File: config.mk
export PLATFORM = sky130hd
export DESIGN_NAME = privCsrTop
export DESIGN_NICKNAME = d
export VERILOG_FILES = /design/src/hdl/privPkg.sv /design/src/hdl/csrAccess.sv /design/src/hdl/statusReg.sv /design/src/hdl/privModeReg.sv /design/src/hdl/trapCtrl.sv /design/src/hdl/privCsrTop.sv
export SDC_FILE = /design/constraint.sdc
export NUM_CORES = 1
export LEC_CHECK = 0
export ABC_AREA = 1
export BUFFER_PORTS_ARGS = -buffer_cell sky130_fd_sc_hd__buf_2
export CORE_MARGIN = 4
export CORE_UTILIZATION = 47
export DETAILED_ROUTE_END_ITERATION = 7
export HOLD_SLACK_MARGIN = 0.06
export PLACE_DENSITY = 0.87
export SETUP_SLACK_MARGIN = 0.05
export SLEW_MARGIN = 20
export SYNTH_ARGS = -nofsm -noshare
export SYNTH_HDL_FRONTEND = slang
export SYNTH_SLANG_ARGS = --single-unit
export TNS_END_PERCENT = 20
File: constraint.sdc
create_clock -name clk -period 2.9 [get_ports clk]
set_input_delay 0.435 -clock clk [delete_from_list [all_inputs] [get_ports clk]]
set_output_delay 0.435 -clock clk [all_outputs]
set_load 0.01 [all_outputs]
File: src/hdl/privPkg.sv
`default_nettype none

package privPkg;

  ////////////////////////////////////////////////////////////////////////////
  // Privilege modes
  ////////////////////////////////////////////////////////////////////////////

  parameter logic [1:0] UMode = 2'b00;  // User
  parameter logic [1:0] SMode = 2'b01;  // Supervisor
  parameter logic [1:0] MMode = 2'b11;  // Machine, 10 is reserved

  ////////////////////////////////////////////////////////////////////////////
  // CSR addresses
  ////////////////////////////////////////////////////////////////////////////

  // Bits 9:8 of each address give the lowest mode allowed to touch it
  parameter logic [11:0] AddrUstatus = 12'h000;
  parameter logic [11:0] AddrSstatus = 12'h100;
  parameter logic [11:0] AddrMstatus = 12'h300;
  parameter logic [11:0] AddrMedeleg = 12'h302;

  ////////////////////////////////////////////////////////////////////////////
  // Status field bit positions
  ////////////////////////////////////////////////////////////////////////////

  parameter int BitUie  = 0;
  parameter int BitSie  = 1;
  parameter int BitMie  = 3;
  parameter int BitUpie = 4;
  parameter int BitSpie = 5;
  parameter int BitMpie = 7;
  parameter int BitSpp  = 8;
  parameter int BitMpp  = 11;  // Low bit of the two bit MPP field
  parameter int BitFs   = 13;  // Low bit of the two bit FS field
  parameter int BitMprv = 17;
  parameter int BitSum  = 18;

  // FS encodings, only dirty is needed by the hardware
  parameter logic [1:0] FsDirty = 2'b11;

endpackage

`default_nettype wire

File: src/hdl/csrAccess.sv
`default_nettype none

module csrAccess #(
  parameter int Xlen       = 64,
  parameter bit SSupported = 1'b1,
  parameter bit USupported = 1'b1
) (
  input  logic [1:0]      privilegeMode,
  input  logic            csrWrite,
  input  logic [11:0]     csrAddr,
  input  logic [Xlen-1:0] mstatusVal,
  input  logic [Xlen-1:0] sstatusVal,
  input  logic [Xlen-1:0] ustatusVal,
  input  logic [Xlen-1:0] medelegVal,
  output logic            writeMstatus,
  output logic            writeSstatus,
  output logic            writeUstatus,
  output logic            writeMedeleg,
  output logic            illegalCsr,
  output logic [Xlen-1:0] csrRdata
);

  logic hitM, hitS, hitU, hitDeleg;  // One hot address match
  logic knownAddr;
  logic privTooLow;

  // Views of absent modes do not exist at all
  assign hitM     = (csrAddr == privPkg::AddrMstatus);
  assign hitS     = (csrAddr == privPkg::AddrSstatus) && SSupported;
  assign hitU     = (csrAddr == privPkg::AddrUstatus) && USupported;
  assign hitDeleg = (csrAddr == privPkg::AddrMedeleg);

  assign knownAddr  = hitM | hitS | hitU | hitDeleg;
  assign privTooLow = (privilegeMode < csrAddr[9:8]);  // Encoded min mode
  assign illegalCsr = ~knownAddr | privTooLow;

  // Write strobes only for legal accesses
  assign writeMstatus = csrWrite & hitM & ~illegalCsr;
  assign writeSstatus = csrWrite & hitS & ~illegalCsr;
  assign writeUstatus = csrWrite & hitU & ~illegalCsr;
  assign writeMedeleg = csrWrite & hitDeleg & ~illegalCsr;

  // Read mux, zero on illegal access
  always_comb begin
    csrRdata = '0;
    if (!illegalCsr) begin
      if (hitM)     csrRdata = mstatusVal;
      if (hitS)     csrRdata = sstatusVal;
      if (hitU)     csrRdata = ustatusVal;
      if (hitDeleg) csrRdata = medelegVal;
    end
  end

endmodule

`default_nettype wire

File: src/hdl/statusReg.sv
`default_nettype none

module statusReg #(
  parameter int Xlen       = 64,
  parameter bit SSupported = 1'b1,
  parameter bit USupported = 1'b1,
  parameter bit FSupported = 1'b1
) (
  input  logic            clk,
  input  logic            reset,
  input  logic            stall,
  input  logic            writeMstatus,
  input  logic            writeSstatus,
  input  logic            writeUstatus,
  input  logic [Xlen-1:0] csrWdata,
  input  logic            trapTaken,
  input  logic [1:0]      trapTarget,
  input  logic [1:0]      privilegeMode,
  input  logic            mret,
  input  logic            sret,
  input  logic            uret,
  input  logic            floatRegWrite,
  output logic [Xlen-1:0] mstatusVal,
  output logic [Xlen-1:0] sstatusVal,
  output logic [Xlen-1:0] ustatusVal,
  output logic            statusMie,
  output logic [1:0]      statusMpp,
  output logic            statusSpp
);

  // Raw storage, masked on the way out
  logic       mieQ, sieQ, uieQ;
  logic       mpieQ, spieQ, upieQ;
  logic       sppQ, mprvQ, sumQ;
  logic [1:0] mppQ, fsQ;

  // Visible field values
  logic       sie, uie, spie, upie, spp, mprv, sum, sd;
  logic [1:0] fs;
  logic [1:0] mppNext;  // WARL legalized MPP from write data

  ////////////////////////////////////////////////////////////////////////////
  // WARL masking
  ////////////////////////////////////////////////////////////////////////////

  assign sie  = SSupported & sieQ;
  assign spie = SSupported & spieQ;
  assign spp  = SSupported & sppQ;
  assign sum  = SSupported & sumQ;
  assign uie  = USupported & uieQ;
  assign upie = USupported & upieQ;
  assign mprv = USupported & mprvQ;   // No lower mode, nothing to modify
  assign fs   = (FSupported && SSupported) ? fsQ : 2'b00;
  assign sd   = (fs == privPkg::FsDirty);  // XS is always zero

  // Unsupported or reserved MPP values fall back to M
  always_comb begin
    if (csrWdata[privPkg::BitMpp+1:privPkg::BitMpp] == privPkg::UMode && USupported)
      mppNext = privPkg::UMode;
    else if (csrWdata[privPkg::BitMpp+1:privPkg::BitMpp] == privPkg::SMode && SSupported)
      mppNext = privPkg::SMode;
    else
      mppNext = privPkg::MMode;
  end

  ////////////////////////////////////////////////////////////////////////////
  // Register views
  ////////////////////////////////////////////////////////////////////////////

  always_comb begin
    mstatusVal = '0;
    mstatusVal[privPkg::BitUie]  = uie;
    mstatusVal[privPkg::BitSie]  = sie;
    mstatusVal[privPkg::BitMie]  = mieQ;
    mstatusVal[privPkg::BitUpie] = upie;
    mstatusVal[privPkg::BitSpie] = spie;
    mstatusVal[privPkg::BitMpie] = mpieQ;
    mstatusVal[privPkg::BitSpp]  = spp;
    mstatusVal[privPkg::BitMpp+1:privPkg::BitMpp] = mppQ;
    mstatusVal[privPkg::BitFs+1:privPkg::BitFs]   = fs;
    mstatusVal[privPkg::BitMprv] = mprv;
    mstatusVal[privPkg::BitSum]  = sum;
    mstatusVal[Xlen-1]           = sd;     // SD sits in the top bit for both widths
  end

  // Supervisor subset hides all M fields
  always_comb begin
    sstatusVal = '0;
    sstatusVal[privPkg::BitUie]  = uie;
    sstatusVal[privPkg::BitSie]  = sie;
    sstatusVal[privPkg::BitUpie] = upie;
    sstatusVal[privPkg::BitSpie] = spie;
    sstatusVal[privPkg::BitSpp]  = spp;
    sstatusVal[privPkg::BitFs+1:privPkg::BitFs] = fs;
    sstatusVal[privPkg::BitSum]  = sum;
    sstatusVal[Xlen-1]           = sd;
  end

  always_comb begin
    ustatusVal = '0;
    ustatusVal[privPkg::BitUie]  = uie;
    ustatusVal[privPkg::BitUpie] = upie;
  end

  assign statusMie = mieQ;
  assign statusMpp = mppQ;
  assign statusSpp = spp;

  ////////////////////////////////////////////////////////////////////////////
  // Field updates, CSR write beats trap, trap beats xRET
  ////////////////////////////////////////////////////////////////////////////

  always_ff @(posedge clk or posedge reset) begin
    if (reset) begin
      mieQ  <= 1'b0;
      sieQ  <= 1'b0;
      uieQ  <= 1'b0;
      mpieQ <= 1'b0;
      spieQ <= 1'b0;
      upieQ <= 1'b0;
      sppQ  <= 1'b0;
      mppQ  <= 2'b00;
      mprvQ <= 1'b0;
      sumQ  <= 1'b0;
    end else if (!stall) begin
      if (writeMstatus) begin
        mieQ  <= csrWdata[privPkg::BitMie];
        sieQ  <= csrWdata[privPkg::BitSie];
        uieQ  <= csrWdata[privPkg::BitUie];
        mpieQ <= csrWdata[privPkg::BitMpie];
        spieQ <= csrWdata[privPkg::BitSpie];
        upieQ <= csrWdata[privPkg::BitUpie];
        sppQ  <= csrWdata[privPkg::BitSpp];
        mppQ  <= mppNext;
        mprvQ <= csrWdata[privPkg::BitMprv];
        sumQ  <= csrWdata[privPkg::BitSum];
      end else if (writeSstatus) begin        // Only the S visible subset
        sieQ  <= csrWdata[privPkg::BitSie];
        uieQ  <= csrWdata[privPkg::BitUie];
        spieQ <= csrWdata[privPkg::BitSpie];
        upieQ <= csrWdata[privPkg::BitUpie];
        sppQ  <= csrWdata[privPkg::BitSpp];
        sumQ  <= csrWdata[privPkg::BitSum];
      end else if (writeUstatus) begin
        uieQ  <= csrWdata[privPkg::BitUie];
        upieQ <= csrWdata[privPkg::BitUpie];
      end else if (trapTaken) begin
        // Stack the enable of the target mode and record where we came from
        if (trapTarget == privPkg::MMode) begin
          mpieQ <= mieQ;
          mieQ  <= 1'b0;
          mppQ  <= privilegeMode;
        end else if (trapTarget == privPkg::SMode) begin
          spieQ <= sie;
          sieQ  <= 1'b0;
          sppQ  <= privilegeMode[0];           // U is 0, S is 1
        end else begin
          upieQ <= uie;
          uieQ  <= 1'b0;
        end
      end else if (mret) begin
        mieQ  <= mpieQ;
        mpieQ <= 1'b1;
        mppQ  <= USupported ? privPkg::UMode : privPkg::MMode;  // Least mode
        mprvQ <= 1'b0;
      end else if (sret) begin
        sieQ  <= spieQ;
        spieQ <= 1'b1;
        sppQ  <= 1'b0;
        mprvQ <= 1'b0;                         // Leaving M territory
      end else if (uret) begin
        uieQ  <= upieQ;
        upieQ <= 1'b1;
      end
    end
  end

  // FS has its own source in float register writes
  always_ff @(posedge clk or posedge reset) begin
    if (reset)
      fsQ <= 2'b00;
    else if (!stall) begin
      if (writeMstatus || writeSstatus)
        fsQ <= csrWdata[privPkg::BitFs+1:privPkg::BitFs];
      else if (floatRegWrite)
        fsQ <= privPkg::FsDirty;               // Mark float state dirty
    end
  end

  // Legalization holds across writes, traps and returns alike
  assert property (@(posedge clk) disable iff (reset) mppQ != 2'b10)
    else $error("statusReg: MPP holds reserved value 10");

endmodule

`default_nettype wire

File: src/hdl/privModeReg.sv
`default_nettype none

module privModeReg (
  input  logic       clk,
  input  logic       reset,
  input  logic       stall,
  input  logic       trapTaken,
  input  logic [1:0] trapTarget,
  input  logic       mret,
  input  logic       sret,
  input  logic       uret,
  input  logic [1:0] statusMpp,
  input  logic       statusSpp,
  output logic [1:0] privilegeMode
);

  logic [1:0] modeNext;

  // Trap has priority over any xRET
  always_comb begin
    modeNext = privilegeMode;                  // Hold by default
    if (trapTaken)
      modeNext = trapTarget;
    else if (mret)
      modeNext = statusMpp;                    // Back to stacked mode
    else if (sret)
      modeNext = statusSpp ? privPkg::SMode : privPkg::UMode;
    else if (uret)
      modeNext = privPkg::UMode;
  end

  always_ff @(posedge clk or posedge reset) begin
    if (reset)
      privilegeMode <= privPkg::MMode;         // Hart boots in M
    else if (!stall)
      privilegeMode <= modeNext;
  end

  // Needs legal MPP from statusReg and legal targets from trapCtrl
  assert property (@(posedge clk) disable iff (reset) privilegeMode != 2'b10)
    else $error("privModeReg: reserved privilege mode 10");

endmodule

`default_nettype wire

File: src/hdl/trapCtrl.sv
`default_nettype none

module trapCtrl #(
  parameter int Xlen       = 64,
  parameter bit SSupported = 1'b1
) (
  input  logic            clk,
  input  logic            reset,
  input  logic            stall,
  input  logic            writeMedeleg,
  input  logic [Xlen-1:0] csrWdata,
  input  logic            exceptionReq,
  input  logic [3:0]      cause,
  input  logic            machineIrq,
  input  logic [1:0]      privilegeMode,
  input  logic            statusMie,
  output logic [Xlen-1:0] medelegVal,
  output logic            trapTaken,
  output logic [1:0]      trapTarget
);

  logic [15:0] medelegQ;       // One bit per 4 bit cause
  logic        irqTaken;
  logic        delegToS;

  ////////////////////////////////////////////////////////////////////////////
  // medeleg storage
  ////////////////////////////////////////////////////////////////////////////

  always_ff @(posedge clk or posedge reset) begin
    if (reset)
      medelegQ <= '0;
    else if (!stall && writeMedeleg)
      medelegQ <= csrWdata[15:0];
  end

  // Upper bits hardwired, whole register zero with no S mode
  assign medelegVal = SSupported ? {{(Xlen-16){1'b0}}, medelegQ} : '0;

  ////////////////////////////////////////////////////////////////////////////
  // Take and target decision
  ////////////////////////////////////////////////////////////////////////////

  // Lower modes always see M interrupts, M itself only with MIE
  assign irqTaken = machineIrq && ((privilegeMode != privPkg::MMode) || statusMie);

  // Traps from M never go down to S
  assign delegToS = SSupported && (privilegeMode != privPkg::MMode) && medelegQ[cause];

  assign trapTaken = exceptionReq | irqTaken;

  always_comb begin
    trapTarget = privPkg::MMode;               // Interrupts stay in M
    if (exceptionReq && delegToS)              // Exception wins over interrupt
      trapTarget = privPkg::SMode;
  end

endmodule

`default_nettype wire

File: src/hdl/privCsrTop.sv
`default_nettype none

module privCsrTop #(
  parameter int Xlen       = 64,
  parameter bit SSupported = 1'b1,
  parameter bit USupported = 1'b1,
  parameter bit FSupported = 1'b1
) (
  input  logic            clk,
  input  logic            reset,
  input  logic            stall,
  input  logic            csrWrite,     // CSR port
  input  logic [11:0]     csrAddr,
  input  logic [Xlen-1:0] csrWdata,
  output logic [Xlen-1:0] csrRdata,
  output logic            illegalCsr,
  input  logic            exceptionReq, // Trap sources
  input  logic [3:0]      cause,
  input  logic            machineIrq,
  input  logic            mret,
  input  logic            sret,
  input  logic            uret,
  input  logic            floatRegWrite,
  output logic            trapTaken,
  output logic [1:0]      privilegeMode
);

  logic            writeMstatus, writeSstatus, writeUstatus, writeMedeleg;
  logic [Xlen-1:0] mstatusVal, sstatusVal, ustatusVal, medelegVal;
  logic            statusMie, statusSpp;
  logic [1:0]      statusMpp;
  logic [1:0]      trapTarget;

  ////////////////////////////////////////////////////////////////////////////
  // Block instances
  ////////////////////////////////////////////////////////////////////////////

  csrAccess #(.Xlen(Xlen), .SSupported(SSupported), .USupported(USupported)) u_access (
    .privilegeMode, .csrWrite, .csrAddr,
    .mstatusVal, .sstatusVal, .ustatusVal, .medelegVal,
    .writeMstatus, .writeSstatus, .writeUstatus, .writeMedeleg,
    .illegalCsr, .csrRdata
  );

  statusReg #(
    .Xlen(Xlen), .SSupported(SSupported), .USupported(USupported), .FSupported(FSupported)
  ) u_status (
    .clk, .reset, .stall,
    .writeMstatus, .writeSstatus, .writeUstatus, .csrWdata,
    .trapTaken, .trapTarget, .privilegeMode,
    .mret, .sret, .uret, .floatRegWrite,
    .mstatusVal, .sstatusVal, .ustatusVal,
    .statusMie, .statusMpp, .statusSpp
  );

  privModeReg u_mode (
    .clk, .reset, .stall,
    .trapTaken, .trapTarget,
    .mret, .sret, .uret,
    .statusMpp, .statusSpp,
    .privilegeMode
  );

  trapCtrl #(.Xlen(Xlen), .SSupported(SSupported)) u_trap (
    .clk, .reset, .stall,
    .writeMedeleg, .csrWdata,
    .exceptionReq, .cause, .machineIrq,
    .privilegeMode, .statusMie,
    .medelegVal, .trapTaken, .trapTarget
  );

endmodule

`default_nettype wire

==> flow_metrics.env <==
export IMPL_min_path_type="in -> async"
export IMPL_dr_pass1_iters=5
export IMPL_pre_cts_ws_ns=0.509
export IMPL_grt_max_degree=32
export IMPL_num_antenna_cells=0
export IMPL_path_delay_family="flip-flops"
export IMPL_drt_vias_per_instance=4.95
export IMPL_fin_util=0.550
export IMPL_power_leakage_uw=0.00164
export IMPL_port_buffer_count=66
export IMPL_synth_top_cell_area_share=0.290
export IMPL_synth_area_um2=2510
export IMPL_fin_nets=517
export IMPL_synth_distinct_cells=35
export IMPL_dp_cells=489
export IMPL_route_vias_total=2462
export IMPL_crit_path_cell_trace="ha_1 > a21o_1 > nand2_1 > inv_1 > nand3_1 > nand2_1 > buf_2"
export IMPL_cp_num_buf_inv=2
export IMPL_worst_slack_ns=0.431
export IMPL_synthCells=357
export IMPL_maxCapViolations=0
export IMPL_fin_crit_ns=2.47
export IMPL_dp_hpwl_mm=5.02
export IMPL_fp_dieArea_um2=6560
export IMPL_drt_initial_drc_count=184
export IMPL_p_per_area_nw_per_um2=422
export IMPL_clockRootBuffer="clkbuf_8"
export IMPL_cts_setup_buffers=0
export IMPL_layout_drive_gt1_share=0.244
export IMPL_fin_cells=497
export IMPL_clock_latency_ns=0.29
export IMPL_reg2reg_to="u_status.statusMpp[1]"
export IMPL_htreeDepth=2
export IMPL_cts_buffers=5
export IMPL_cts_resized_gates=0
export IMPL_avgRoutedWirePerCell_um=12.7
export IMPL_cts_max_path_buffers=2
export IMPL_r2r_start="u_mode.privilegeMode[1]"
export IMPL_io_pins=158
export IMPL_hold_buffers=0
export IMPL_rr_worst_depth=9
export IMPL_clock_sinks=31
export IMPL_cp_required_ns=2.47
export IMPL_worst_ir_drop_vdd_v=0.000381
export IMPL_rows=26
export IMPL_synth_top_cell_by_area="dfrtp_1"
export IMPL_start_util=0.488
export IMPL_setup_violations=0
export IMPL_r2r_slack_ns=0.75
export IMPL_clkTransAtPathRegs_ns=0.07
export IMPL_synth_warnings=0
export IMPL_avgSynthCellArea_um2=7.02
export IMPL_whs_ns=0.219
export IMPL_crit_type="reg -> out"
export IMPL_layout_common_cells="82 x nand2_1, 66 x buf_2, 45 x conb_1"
export IMPL_fin_crit_sh=0.851
export IMPL_critPathSlowestCell="dfstp_2"
export IMPL_cts_tree="yes"
export IMPL_crit_top_cell="nand2_1"
export IMPL_startpoint_type="flop"
export IMPL_maxSlewViolCount=0
export IMPL_rsz0062_at_grt="false"
export IMPL_fp_dieW_um=81.0
export IMPL_die_h_um=81.0
export IMPL_synth_seq_cells=31
export IMPL_core_um2=5140
export IMPL_worstPathArrival_ns=2.03
export IMPL_ys_top_cells_by_area="dfrtp_1 29%, buf_4 14%, nand2_1 12%"
export IMPL_endpoint_kind="output pin"
export IMPL_final_common_cell="nand2_1"
export IMPL_fmax_mhz=405
export IMPL_gp_congestion=0.926
export IMPL_critPathMaxFanout=8
export IMPL_hold_viol=0
export IMPL_grt_use_total=0.196
export IMPL_ant_nets=0
export IMPL_grt_antenna_before_repair=0
export IMPL_synth_seq_area_share=0.311
export IMPL_grt_overflow_total=0
export IMPL_outcome="complete, no violations"
export IMPL_grt_pass1_wl_mm=10.0
export IMPL_layout_area_overhead_vs_synth_pct=12.8
export IMPL_fin_skew_ns=0.00785
export IMPL_finalSetupTns_ns=0
export IMPL_max_stage_delay_ns=0.58
export IMPL_routed_wl_mm=6.34
export IMPL_grt_pass1_vias=2219
export IMPL_route_detailed_drc=0
## metal layers
| layer | vias to the layer above | track usage | part of all wire |
|---|---|---|---|
| met1 | 1123 | 0.258 | 0.42 |
| met4 | 0 | 0.0541 | 0.0095 |
| met5 | - | 0 | 0 |
| li1 | 1184 | - | - |
| met2 | 145 | 0.319 | 0.47 |
| met3 | 10 | 0.0499 | 0.10 |
## how the worst max path moves through the flow
| stage | start | end | slack, ns | cells past startpoint |
|---|---|---|---|---|
| after floorplan | csrAddr[9] | csrRdata[4] | 0.81 | 7 |
| after global placement | csrAddr[7] | csrRdata[63] | 0.58 | 11 |
| after detailed placement | csrAddr[5] | csrRdata[63] | 0.51 | 11 |
| after CTS | u_mode.privilegeMode[1] | csrRdata[14] | 0.44 | 7 |
| after global routing | csrAddr[5] | csrRdata[63] | 0.26 | 11 |
| final | u_mode.privilegeMode[1] | csrRdata[14] | 0.43 | 7 |
## synthesized netlist by cell type (all sizes together)
library cell / instances
nor3: 2
mux2: 9
a31oi: 4
ha: 1
o31ai: 1
a22oi: 4
a21oi: 10
o211ai: 3
nor3b: 1
dfrtp: 29
inv: 44
clkbuf: 1
dfstp: 2
nand2: 90
a211oi: 2
and2: 1
buf: 51
and3: 1
nand4: 2
conb: 1
a21o: 1
o21ai: 23
nand3: 31
nor2: 43
## power by group
group / switching [µW] / internal, µW
clock network: 164 / 216
registers: 44.7 / 481
logic: 187 / 99.6
total: 395 / 797
## cell type report
class	instances	area (µm²)
Inverter	44	165
Multi-Input combinational cell	274	1340
Timing Repair Buffer	70	360
Fill cell	502	2310
Tap cell	70	87.6
Clock buffer	8	100
Sequential cell	31	778
## per-stage QoR
stage / area (µm²) / power (µW)
2_1_floorplan: 2670 / 763
3_3_place_gp: 2730 / 803
3_5_place_dp: 2730 / 814
4_1_cts: 2830 / 1190
5_1_grt: 2830 / 1260
6_report: 2830 / 1190
## cells by family (layout without fill, tap and decap cells)
| family | Yosys count | after routing | share of synthesized area |
|---|---|---|---|
| AO/OA/AOI/OAI | 48 | 48 | 0.109 |
| adder cells (fa/ha/maj) | 1 | 1 | 0.00499 |
| buffers and inverters | 96 | 122 | 0.223 |
| flip-flops | 31 | 31 | 0.311 |
| multiplexers | 9 | 9 | 0.0404 |
| other | 1 | 45 | 0.00150 |
| AND/OR/NAND/NOR | 171 | 171 | 0.311 |
## flip-flops by register name, summed over array words and instances (netlist names)
name,count
u_trap.medelegQ,16
u_mode.privilegeMode,2
u_status.fs,2
u_status.statusMpp,2
u_status.mpieQ,1
u_status.mprv,1
u_status.sie,1
u_status.spie,1
u_status.statusMie,1
u_status.statusSpp,1
u_status.sum,1
u_status.uie,1
u_status.upie,1
## worst register-to-register path, stage by stage, from the launching register on
cell,delay [ns]
dfstp_2,0.58
ha_1,0.24
a21o_1,0.20
buf_4,0.19
nand4_1,0.16
nand2_1,0.15
nor2_2,0.27
nand2_2,0.13
nand2_1,0.07
nand2_1,0.05
No activity file was read; power rests on OpenSTA's default activity.
